`src/cpuPkg.sv`:
```
`default_nettype none

package cpuPkg;

  typedef logic [7:0]  byte_t;
  typedef logic [15:0] addr_t;

  // Z80 register field encoding
  typedef enum logic [2:0] {
    REG_B   = 3'd0,
    REG_C   = 3'd1,
    REG_D   = 3'd2,
    REG_E   = 3'd3,
    REG_H   = 3'd4,
    REG_L   = 3'd5,
    REG_MEM = 3'd6,   // (HL)
    REG_A   = 3'd7
  } regCode_t;

  typedef enum logic {
    SEL_PC = 1'b0,
    SEL_HL = 1'b1
  } addrSel_t;

  typedef struct packed {
    addr_t addr;
    byte_t wrData;
    logic  we;
    logic  rd;
  } memBus_t;

  // Bit 0 is the highest priority source
  typedef struct packed {
    logic joypad;
    logic timer;
    logic lcdStat;
    logic vblank;
  } intReq_t;

  localparam addr_t VEC_VBLANK = 16'h0040;
  localparam addr_t VEC_LCD    = 16'h0048;
  localparam addr_t VEC_TIMER  = 16'h0050;
  localparam addr_t VEC_JOYPAD = 16'h0060;

  localparam byte_t A_RESET  = 8'h11;
  localparam addr_t PC_RESET = 16'h0000;

endpackage

`default_nettype wire

```
`src/ucodePkg.sv`:
```
`default_nettype none

package ucodePkg;

  typedef enum logic [3:0] {
    CMD_NOP  = 4'd0,
    CMD_SMA  = 4'd1,  // Set memory address select
    CMD_SRM  = 4'd2,  // Read data into register
    CMD_SMW  = 4'd3,  // Write source register to memory
    CMD_OP1  = 4'd4,  // LD r,r' or logic op, decoded from opcode
    CMD_SETI = 4'd5,
    CMD_CETI = 4'd6,
    CMD_JINT = 4'd7
  } uCmd_t;

  typedef struct packed {
    logic       incPc;
    logic       eof;
    uCmd_t      cmd;
    logic [2:0] operand;
  } uop_t;

  typedef logic [5:0] uPc_t;

  // Operand values for SMA
  localparam logic [2:0] OPD_PC = {2'b00, cpuPkg::SEL_PC};
  localparam logic [2:0] OPD_HL = {2'b00, cpuPkg::SEL_HL};

  // ---------------------------------------------------------------------
  // Flow entry points in the micro-op ROM
  localparam uPc_t FLOW_NOP  = 6'd0;
  localparam uPc_t FLOW_LDRN = 6'd1;
  localparam uPc_t FLOW_LDRR = 6'd4;
  localparam uPc_t FLOW_STHL = 6'd6;
  localparam uPc_t FLOW_EI   = 6'd9;
  localparam uPc_t FLOW_DI   = 6'd11;
  localparam uPc_t FLOW_INT  = 6'd13;

  typedef struct packed {
    logic          valid;
    uop_t          uop;
    cpuPkg::byte_t opcode;
  } uopIssue_t;

  typedef struct packed {
    logic             regWe;
    cpuPkg::regCode_t regDst;
    cpuPkg::byte_t    regData;
    logic             pcInc;
    logic             pcLoad;
    cpuPkg::addr_t    pcValue;
    logic             addrSelWe;
    cpuPkg::addrSel_t addrSel;
    logic             memWe;
    cpuPkg::byte_t    memWrData;
    logic             intEnWe;
    logic             intEnVal;
    logic             intAck;
  } cpuCtl_t;

  typedef struct packed {
    cpuPkg::byte_t b;
    cpuPkg::byte_t c;
    cpuPkg::byte_t d;
    cpuPkg::byte_t e;
    cpuPkg::byte_t h;
    cpuPkg::byte_t l;
    cpuPkg::byte_t a;
  } regView_t;

endpackage

`default_nettype wire

```
`src/ucodeRom.sv`:
```
`timescale 1ns/1ns
`default_nettype none

module ucodeRom
(
  input  wire ucodePkg::uPc_t uPc,
  output ucodePkg::uop_t      uop,
  input  wire logic [7:0]     opcode,
  output ucodePkg::uPc_t      flowEntry
);
  import ucodePkg::*;

  // Fields: incPc, eof, cmd, operand
  always_comb
  begin
    case (uPc)
      6'd0:    uop = '{1'b1, 1'b1, CMD_SMA, OPD_PC};   // NOP
      6'd1:    uop = '{1'b1, 1'b0, CMD_NOP, 3'd0};     // LD r,n
      6'd2:    uop = '{1'b1, 1'b0, CMD_SRM, 3'd0};
      6'd3:    uop = '{1'b0, 1'b1, CMD_SMA, OPD_PC};
      6'd4:    uop = '{1'b1, 1'b0, CMD_OP1, 3'd0};     // LD r,r' and ALU
      6'd5:    uop = '{1'b0, 1'b1, CMD_SMA, OPD_PC};
      6'd6:    uop = '{1'b1, 1'b0, CMD_SMA, OPD_HL};   // LD (HL),r
      6'd7:    uop = '{1'b0, 1'b0, CMD_SMW, 3'd0};
      6'd8:    uop = '{1'b0, 1'b1, CMD_SMA, OPD_PC};
      6'd9:    uop = '{1'b1, 1'b0, CMD_SETI, 3'd0};    // EI
      6'd10:   uop = '{1'b0, 1'b1, CMD_SMA, OPD_PC};
      6'd11:   uop = '{1'b1, 1'b0, CMD_CETI, 3'd0};    // DI
      6'd12:   uop = '{1'b0, 1'b1, CMD_SMA, OPD_PC};
      6'd13:   uop = '{1'b0, 1'b0, CMD_JINT, 3'd0};    // Interrupt entry
      6'd14:   uop = '{1'b0, 1'b1, CMD_SMA, OPD_PC};
      default: uop = '{1'b0, 1'b1, CMD_SMA, OPD_PC};
    endcase
  end

  //----------------------------------------------------------------------
  // Opcode lookup, register code 6 means (HL) and is not decoded here
  always_comb
  begin
    casez (opcode)
      8'b00110110: flowEntry = FLOW_NOP;               // LD (HL),n
      8'b00???110: flowEntry = FLOW_LDRN;
      8'b01110110: flowEntry = FLOW_NOP;               // HALT
      8'b01110???: flowEntry = FLOW_STHL;
      8'b01???110: flowEntry = FLOW_NOP;               // LD r,(HL)
      8'b01??????: flowEntry = FLOW_LDRR;
      8'b10100???,
      8'b10101???,
      8'b10110???:
      begin
        flowEntry = (opcode[2:0] == 3'b110) ? FLOW_NOP : FLOW_LDRR;
      end
      8'hfb:       flowEntry = FLOW_EI;
      8'hf3:       flowEntry = FLOW_DI;
      default:     flowEntry = FLOW_NOP;
    endcase
  end

endmodule

`default_nettype wire

```
`src/microSequencer.sv`:
```
`timescale 1ns/1ns
`default_nettype none

module microSequencer
(
  input  wire                  iClock,
  input  wire                  arstN,
  input  wire cpuPkg::byte_t   rdData,
  input  wire                  intTake,
  output ucodePkg::uopIssue_t  issue,
  output logic                 busRead
);
  import cpuPkg::*;
  import ucodePkg::*;

  typedef enum logic [1:0] {
    AFTER_RESET,
    START_FLOW,
    RUN_FLOW,
    END_FLOW
  } seqState_t;

  seqState_t state;
  uPc_t      uPc;
  uPc_t      flowEntry;
  uop_t      uop;
  byte_t     opcodeReg;

  ucodeRom uRom
  (
    .uPc      (uPc),
    .uop      (uop),
    .opcode   (rdData),
    .flowEntry(flowEntry)
  );

  //----------------------------------------------------------------------
  // Flow state machine and micro PC
  always_ff @(posedge iClock or negedge arstN)
  begin
    if (!arstN)
    begin
      state <= AFTER_RESET;
      uPc   <= FLOW_NOP;
    end
    else
    begin
      case (state)
        AFTER_RESET: state <= START_FLOW;
        START_FLOW:
        begin
          uPc   <= intTake ? FLOW_INT : flowEntry;  // Interrupt wins over fetch
          state <= RUN_FLOW;
        end
        RUN_FLOW:
        begin
          uPc <= uPc + 6'd1;
          if (uop.eof)
            state <= END_FLOW;
        end
        END_FLOW:    state <= START_FLOW;
        default:     state <= AFTER_RESET;
      endcase
    end
  end

  always_ff @(posedge iClock)
  begin
    if (state == START_FLOW)
      opcodeReg <= rdData;
  end

  assign issue   = '{valid: (state == RUN_FLOW), uop: uop, opcode: opcodeReg};
  assign busRead = (state == START_FLOW);

endmodule

`default_nettype wire

```
`src/interruptController.sv`:
```
`timescale 1ns/1ns
`default_nettype none

module interruptController
(
  input  wire                    iClock,
  input  wire                    arstN,
  input  wire cpuPkg::intReq_t   intReq,
  input  wire ucodePkg::cpuCtl_t ctl,
  output logic                   intTake,
  output cpuPkg::addr_t          vector
);
  import cpuPkg::*;

  intReq_t pending;
  logic    intEn;

  // Sticky latch, new requests still land in the ack cycle
  always_ff @(posedge iClock or negedge arstN)
  begin
    if (!arstN)
    begin
      pending <= '0;
      intEn   <= 1'b0;
    end
    else
    begin
      pending <= (ctl.intAck ? 4'b0000 : pending) | intReq;
      if (ctl.intAck)
        intEn <= 1'b0;
      else if (ctl.intEnWe)
        intEn <= ctl.intEnVal;
    end
  end

  assign intTake = (pending != '0) && intEn;

  // Lowest pending bit selects the vector
  always_comb
  begin
    if (pending.vblank)
      vector = VEC_VBLANK;
    else if (pending.lcdStat)
      vector = VEC_LCD;
    else if (pending.timer)
      vector = VEC_TIMER;
    else
      vector = VEC_JOYPAD;
  end

endmodule

`default_nettype wire

```
`src/cpuRegisters.sv`:
```
`timescale 1ns/1ns
`default_nettype none

module cpuRegisters
(
  input  wire                    iClock,
  input  wire                    arstN,
  input  wire ucodePkg::cpuCtl_t ctl,
  input  wire                    busRead,
  output ucodePkg::regView_t     view,
  output cpuPkg::memBus_t        bus
);
  import cpuPkg::*;

  byte_t    b, c, d, e, h, l, a;
  addr_t    pc;
  addrSel_t addrSel;

  //----------------------------------------------------------------------
  // Register bank
  always_ff @(posedge iClock or negedge arstN)
  begin
    if (!arstN)
    begin
      b <= '0;
      c <= '0;
      d <= '0;
      e <= '0;
      h <= '0;
      l <= '0;
      a <= A_RESET;
    end
    else if (ctl.regWe)
    begin
      case (ctl.regDst)
        REG_B:   b <= ctl.regData;
        REG_C:   c <= ctl.regData;
        REG_D:   d <= ctl.regData;
        REG_E:   e <= ctl.regData;
        REG_H:   h <= ctl.regData;
        REG_L:   l <= ctl.regData;
        REG_A:   a <= ctl.regData;
        default: ;  // (HL) is never a register target
      endcase
    end
  end

  // PC and address select
  always_ff @(posedge iClock or negedge arstN)
  begin
    if (!arstN)
    begin
      pc      <= PC_RESET;
      addrSel <= SEL_PC;
    end
    else
    begin
      if (ctl.pcLoad)
        pc <= ctl.pcValue;
      else if (ctl.pcInc)
        pc <= pc + 16'd1;
      if (ctl.addrSelWe)
        addrSel <= ctl.addrSel;
    end
  end

  assign view = '{b: b, c: c, d: d, e: e, h: h, l: l, a: a};

  assign bus.addr   = (addrSel == SEL_HL) ? {h, l} : pc;
  assign bus.wrData = ctl.memWrData;
  assign bus.we     = ctl.memWe;
  assign bus.rd     = busRead;

endmodule

`default_nettype wire

```
`src/uopExecute.sv`:
```
`timescale 1ns/1ns
`default_nettype none

module uopExecute
(
  input  wire ucodePkg::uopIssue_t issue,
  input  wire ucodePkg::regView_t  view,
  input  wire cpuPkg::byte_t       rdData,
  input  wire cpuPkg::addr_t       vector,
  output ucodePkg::cpuCtl_t        ctl,
  output logic                     srmRead
);
  import cpuPkg::*;
  import ucodePkg::*;

  byte_t srcData;
  byte_t aluOut;
  logic  valid;

  assign valid = issue.valid;

  // Source register from opcode bits 2..0
  always_comb
  begin
    case (regCode_t'(issue.opcode[2:0]))
      REG_B:   srcData = view.b;
      REG_C:   srcData = view.c;
      REG_D:   srcData = view.d;
      REG_E:   srcData = view.e;
      REG_H:   srcData = view.h;
      REG_L:   srcData = view.l;
      REG_A:   srcData = view.a;
      default: srcData = '0;
    endcase
  end

  always_comb
  begin
    case (issue.opcode[4:3])
      2'b00:   aluOut = view.a & srcData;   // 0xA0 group
      2'b01:   aluOut = view.a ^ srcData;   // 0xA8 group
      2'b10:   aluOut = view.a | srcData;   // 0xB0 group
      default: aluOut = view.a;
    endcase
  end

  //----------------------------------------------------------------------
  // Command decode, every enable qualified by valid
  always_comb
  begin
    ctl         = '0;
    srmRead     = 1'b0;
    ctl.pcInc   = valid & issue.uop.incPc;
    ctl.pcValue = vector;
    case (issue.uop.cmd)
      CMD_SMA:
      begin
        ctl.addrSelWe = valid;
        ctl.addrSel   = addrSel_t'(issue.uop.operand[0]);
      end
      CMD_SRM:
      begin
        ctl.regWe   = valid;
        ctl.regDst  = regCode_t'(issue.opcode[5:3]);
        ctl.regData = rdData;
        srmRead     = valid;
      end
      CMD_SMW:
      begin
        ctl.memWe     = valid;
        ctl.memWrData = srcData;
      end
      CMD_OP1:
      begin
        ctl.regWe = valid;
        if (issue.opcode[7:6] == 2'b01)
        begin
          ctl.regDst  = regCode_t'(issue.opcode[5:3]);
          ctl.regData = srcData;
        end
        else
        begin
          ctl.regDst  = REG_A;
          ctl.regData = aluOut;
        end
      end
      CMD_SETI:
      begin
        ctl.intEnWe  = valid;
        ctl.intEnVal = 1'b1;
      end
      CMD_CETI: ctl.intEnWe = valid;
      CMD_JINT:
      begin
        ctl.pcLoad = valid;
        ctl.intAck = valid;
      end
      default: ;
    endcase
  end

endmodule

`default_nettype wire

```
`src/cpuTop.sv`:
```
`timescale 1ns/1ns
`default_nettype none

module cpuTop
(
  input  wire                  iClock,
  input  wire                  arstN,
  input  wire cpuPkg::byte_t   rdData,
  input  wire cpuPkg::intReq_t intReq,
  output cpuPkg::memBus_t      bus
);
  import cpuPkg::*;
  import ucodePkg::*;

  uopIssue_t issue;
  cpuCtl_t   ctl;
  regView_t  view;
  addr_t     vector;
  logic      intTake;
  logic      fetchRead;
  logic      srmRead;
  logic      busRead;

  assign busRead = fetchRead | srmRead;  // Opcode fetch or SRM operand read

  microSequencer uSeq
  (
    .iClock (iClock),
    .arstN  (arstN),
    .rdData (rdData),
    .intTake(intTake),
    .issue  (issue),
    .busRead(fetchRead)
  );

  interruptController uIntc
  (
    .iClock (iClock),
    .arstN  (arstN),
    .intReq (intReq),
    .ctl    (ctl),
    .intTake(intTake),
    .vector (vector)
  );

  cpuRegisters uRegs
  (
    .iClock (iClock),
    .arstN  (arstN),
    .ctl    (ctl),
    .busRead(busRead),
    .view   (view),
    .bus    (bus)
  );

  uopExecute uExec
  (
    .issue  (issue),
    .view   (view),
    .rdData (rdData),
    .vector (vector),
    .ctl    (ctl),
    .srmRead(srmRead)
  );

endmodule

`default_nettype wire

```
`config.mk`:
```
export PLATFORM = sky130hd
export DESIGN_NAME = cpuTop
export DESIGN_NICKNAME = d
export VERILOG_FILES = /design/src/cpuPkg.sv /design/src/ucodePkg.sv /design/src/ucodeRom.sv /design/src/microSequencer.sv /design/src/interruptController.sv /design/src/cpuRegisters.sv /design/src/uopExecute.sv /design/src/cpuTop.sv
export SDC_FILE = /design/constraint.sdc
export NUM_CORES = 1
export LEC_CHECK = 0
export ABC_AREA = 1
export BUFFER_PORTS_ARGS = -buffer_cell sky130_fd_sc_hd__buf_2
export CELL_PAD_IN_SITES_DETAIL_PLACEMENT = 0
export CELL_PAD_IN_SITES_GLOBAL_PLACEMENT = 1
export CORE_ASPECT_RATIO = 1.25
export CORE_MARGIN = 2
export CORE_UTILIZATION = 45
export DETAILED_ROUTE_END_ITERATION = 12
export PLACE_DENSITY_LB_ADDON = 0.1
export SLEW_MARGIN = 20
export SYNTH_ARGS = -nofsm -noshare
export SYNTH_HDL_FRONTEND = slang
export SYNTH_SLANG_ARGS = --single-unit
```
`constraint.sdc`:
```
create_clock -name iClock -period 2.46 [get_ports iClock]
set_input_delay 0.246 -clock iClock [delete_from_list [all_inputs] [get_ports iClock]]
set_output_delay 0.246 -clock iClock [all_outputs]
set_load 0.05 [all_outputs]
```
==> out/results.tsv <==
metric	value	unit
Synthesized Nets	889	
vias in the first global route	5717	
cell mode on critical path	buf_4	
Static Leakage	3.83	nW
Worst path slowest cell	edfxtp_1	
TritonCTS clock tree	built	
IR Drop Worst-Case VDD	1040	uV
first-pass GRT wire length	29.8	mm
clk buf depth	2	
register area	2390	sq um
DIE HEIGHT	135	um
DR iter-0 viols	430	
die area	14700	sq um
GPL Wtd Cong	0.919	
CP startpoint	uSeq.opcodeReg[1]	
Worst-path clk slew	0.07	ns
run status	complete, but fails checks	
maximum fanout along the worst path	6	
IO Port Bufs	39	
RSZ-0062 raised after global routing	yes	
layout net count	976	
initial core utilization	46.3	%
EDFF count, synth	8	
Synth cell types	42	
Synth area leader	dfrtp_1	
predominant post-synthesis flop cell	dfrtp_1	
Ys Warns	0	
Synth area leaders	dfrtp_1 34%, nand2_1 16%, nand3_1 7.0%	
final WL	19.5	mm
post-route cell area	7720	sq um
crit-path max cell delay	0.50	ns
Critical Path, Cell by Cell	inv_2 -> nand3_2 -> nor2_4 -> nor3b_4 -> buf_4 -> nand2_2 -> inv_2 -> buf_4 -> buf_4 -> nor2_1 -> buf_4	
GRT overflow	0	
wire per inst	17.6	um
Setup CP Type	flip-flop to output port	
max-slew violation count	0	
number of diodes	0	
Clock Root Buffer	clkbuf_16	
die width	109	um
Hold Crit Class	primary input to flip-flop	
Sequential Power Share	23.8	%
FMAX	0.405	GHz
Worst Tran Pin Value	0.813	ns
met2 Track Usage GR	45.4	%
DP Worst Slack	-0.274	ns
#FFs+latches synth	94	
via count of the routed design	6063	
Via-to-Cell Ratio	5.45	
Filler Cell Count	1274	
final setup fails	2	
GRT Max-Usage Layer	met2	
initial antenna violation count	0	
Setup Skew	0.0125	ns
min setup slack post-route	-0.00700	ns
Detail Placement HPWL	14.2	mm
Buf/Inv on CP	6	
combinational share of power	62.8	%
Clock Sinks	94	
Critical Path RT	2.21	ns
Overall Global Routing Usage	26.6	%
async set-reset flop share out of synthesis	91.5	%
worst hold start	intReq[1]	
Synth Cell Area	6180	sq um
Final min period	2.47	ns
switch share	51.8	%
Pwr Total	11.1	mW
fraction of layout instances using a drive strength above 1	27.5	%
grt met1 use	34.9	%
pin count of the biggest net entering global routing	47	
Cell Int Power	5.37	mW
CP arrival	2.22	ns
switching power	5.76	mW
Residual DRC	0	
TritonCTS Buffers	9	
Final Hold Fails	0	
IO Count	40	
pwr dens	1440	nW/um^2
Setup crit end kind	output port	
Post-DP Area	6900	sq um
# rows	47	
Setup crit start kind	flip-flop	
worst r2r src	uSeq.opcodeReg[0]	
Mean Syn Cell Area	7.28	sq um
max_slew headroom	45.8	%
sequential area share after synthesis	38.7	%
Core ar.	13300	sq um
Multi-input gate area	3590	sq um
failing checks	negative setup slack	
Synth top area share	34.0	%
# Max-Cap Violations	0	
Cells after Synth	849	
drt first pass iters	5	
H-tree depth	3	
area delta synth->final	24.8	%
Clock Power Share	13.4	%
Final ANT Viol Nets	0	
later-pin clock latency in the skew report	0.35	ns
Global Route met3 Usage	2.85	%
fin crit share	100	%
CP top delay family	buffers and inverters	
synthesized netlist by cell type (7+ instances only):
| library cell | instances |
|---|---|
| buf_4 | 13 |
| ha_1 | 26 |
| nand3_1 | 86 |
| xor2_1 | 12 |
| o21ai_0 | 41 |
| a21oi_1 | 14 |
| clkbuf_1 | 12 |
| dfrtp_1 | 84 |
| nand4_1 | 38 |
| edfxtp_1 | 8 |
| nand2_2 | 18 |
| nand2_1 | 270 |
| nor2_1 | 71 |
| nor3_1 | 10 |
| inv_1 | 76 |
| nor2_4 | 7 |
worst register-to-register path, cell delays in order (launching register included):
cell and delay [ns]:
edfxtp_1 0.46, buf_6 0.18, clkinvlp_4 0.16, nand4_1 0.13, nor3b_4 0.22, buf_4 0.16, nand2_2 0.05, inv_2 0.08
ha_4 0.20, nand2_2 0.05, o211ai_1 0.08, nor2_1 0.12, nor2_1 0.05, nand2_1 0.07, nand2_2 0.09, buf_6 0.15
nand2_2 0.07, nand2_2 0.04
state kept, by name, summed over array words and instances (netlist names), 2 cells and up:
register,count
uRegs.a,8
uRegs.l,8
uSeq.opcodeReg,8
uRegs.c,8
uRegs.pc,16
uSeq.uPc,6
uRegs.h,8
uRegs.d,8
uRegs.b,8
uRegs.e,8
uIntc.pending,4
uSeq.state,2
metal layers:
metal	vias to the layer above	wire, um
met2	157	9880
li1	2945	-
met5	-	0
met3	37	756
met4	0	527
met1	2924	8380
worst paths after layout:
path                                    end  slack (ns)  cells after the start
max                                  bus[3]      -0.007                     11
min                        uIntc.pending[1]        0.08                      2
max reg2reg                      uRegs.a[1]           0                     17
min reg2reg                      uRegs.d[7]        0.48                      2
max in group asynchronous        uRegs.e[3]        1.31                      3
min in group asynchronous        uRegs.a[7]        0.50                      2
area by class of cell:
type                       instances  share of cell area [%]
clock buffer                      10                    3.10
clock inverter                     6                   0.972
inverter                          84                    4.26
multi-input combinational        635                    46.5
sequential                        94                    31.0
tap                              171                    2.77
timing repair buffer             112                    11.4
placed cells by master, fill, tap and decap left out, types with 12 or more instances in the layout:
cell and count:
nand3_1 66, nand2_2 45, a21oi_1 14, nor2_2 14, buf_2 29, buf_4 64, inv_1 64, buf_6 13
xor2_1 12, nand3_2 19, ha_1 20, inv_2 16, nand2_1 238, nor2_1 58, o21ai_0 31, dfrtp_1 84
nand4_1 38
what timing repair did:
item,4_1_cts,5_1_grt
gates cloned,1,1
setup endpoints to repair,63,66
setup buffers,5,9
pin swaps,6,59
endpoints found under the hold margin,41,0
gates resized for setup,28,102
hold buffers,1,0
power groups by stage:
stage	Sequential, mW	Combinational (mW)	Clock (mW)
finish	2.65	6.99	1.49
global route	2.70	7.58	1.59
global placement	2.64	6.11	0
CTS	2.63	6.42	1.53
detailed placement	2.65	6.20	0
floorplan	2.37	4.26	0
metrics by stage:
stage | hold slack (ns) | util, % | cells | TNS, ns
floorplan | -0.0496 | - | 849 | 0
global placement | 0.338 | 51.7 | 1081 | -2.79
detailed placement | 0.339 | 51.7 | 1081 | -3.64
CTS | 0.0700 | 55.0 | 1104 | 0
global route | 0.0702 | 57.8 | 1112 | -4.20
finish | 0.0841 | 57.8 | 1112 | -0.00852
logic make-up after synthesis:
kind of cell	count (synthesis)	synth area share [%]
mux	3	0.546
compound gates	81	7.55
simple gates	512	37.4
buf+inv	121	8.82
fa+ha+maj	26	5.26
flops	94	38.7
xor+xnor	12	1.70
Note: power is estimated with default switching activity, not from simulation.
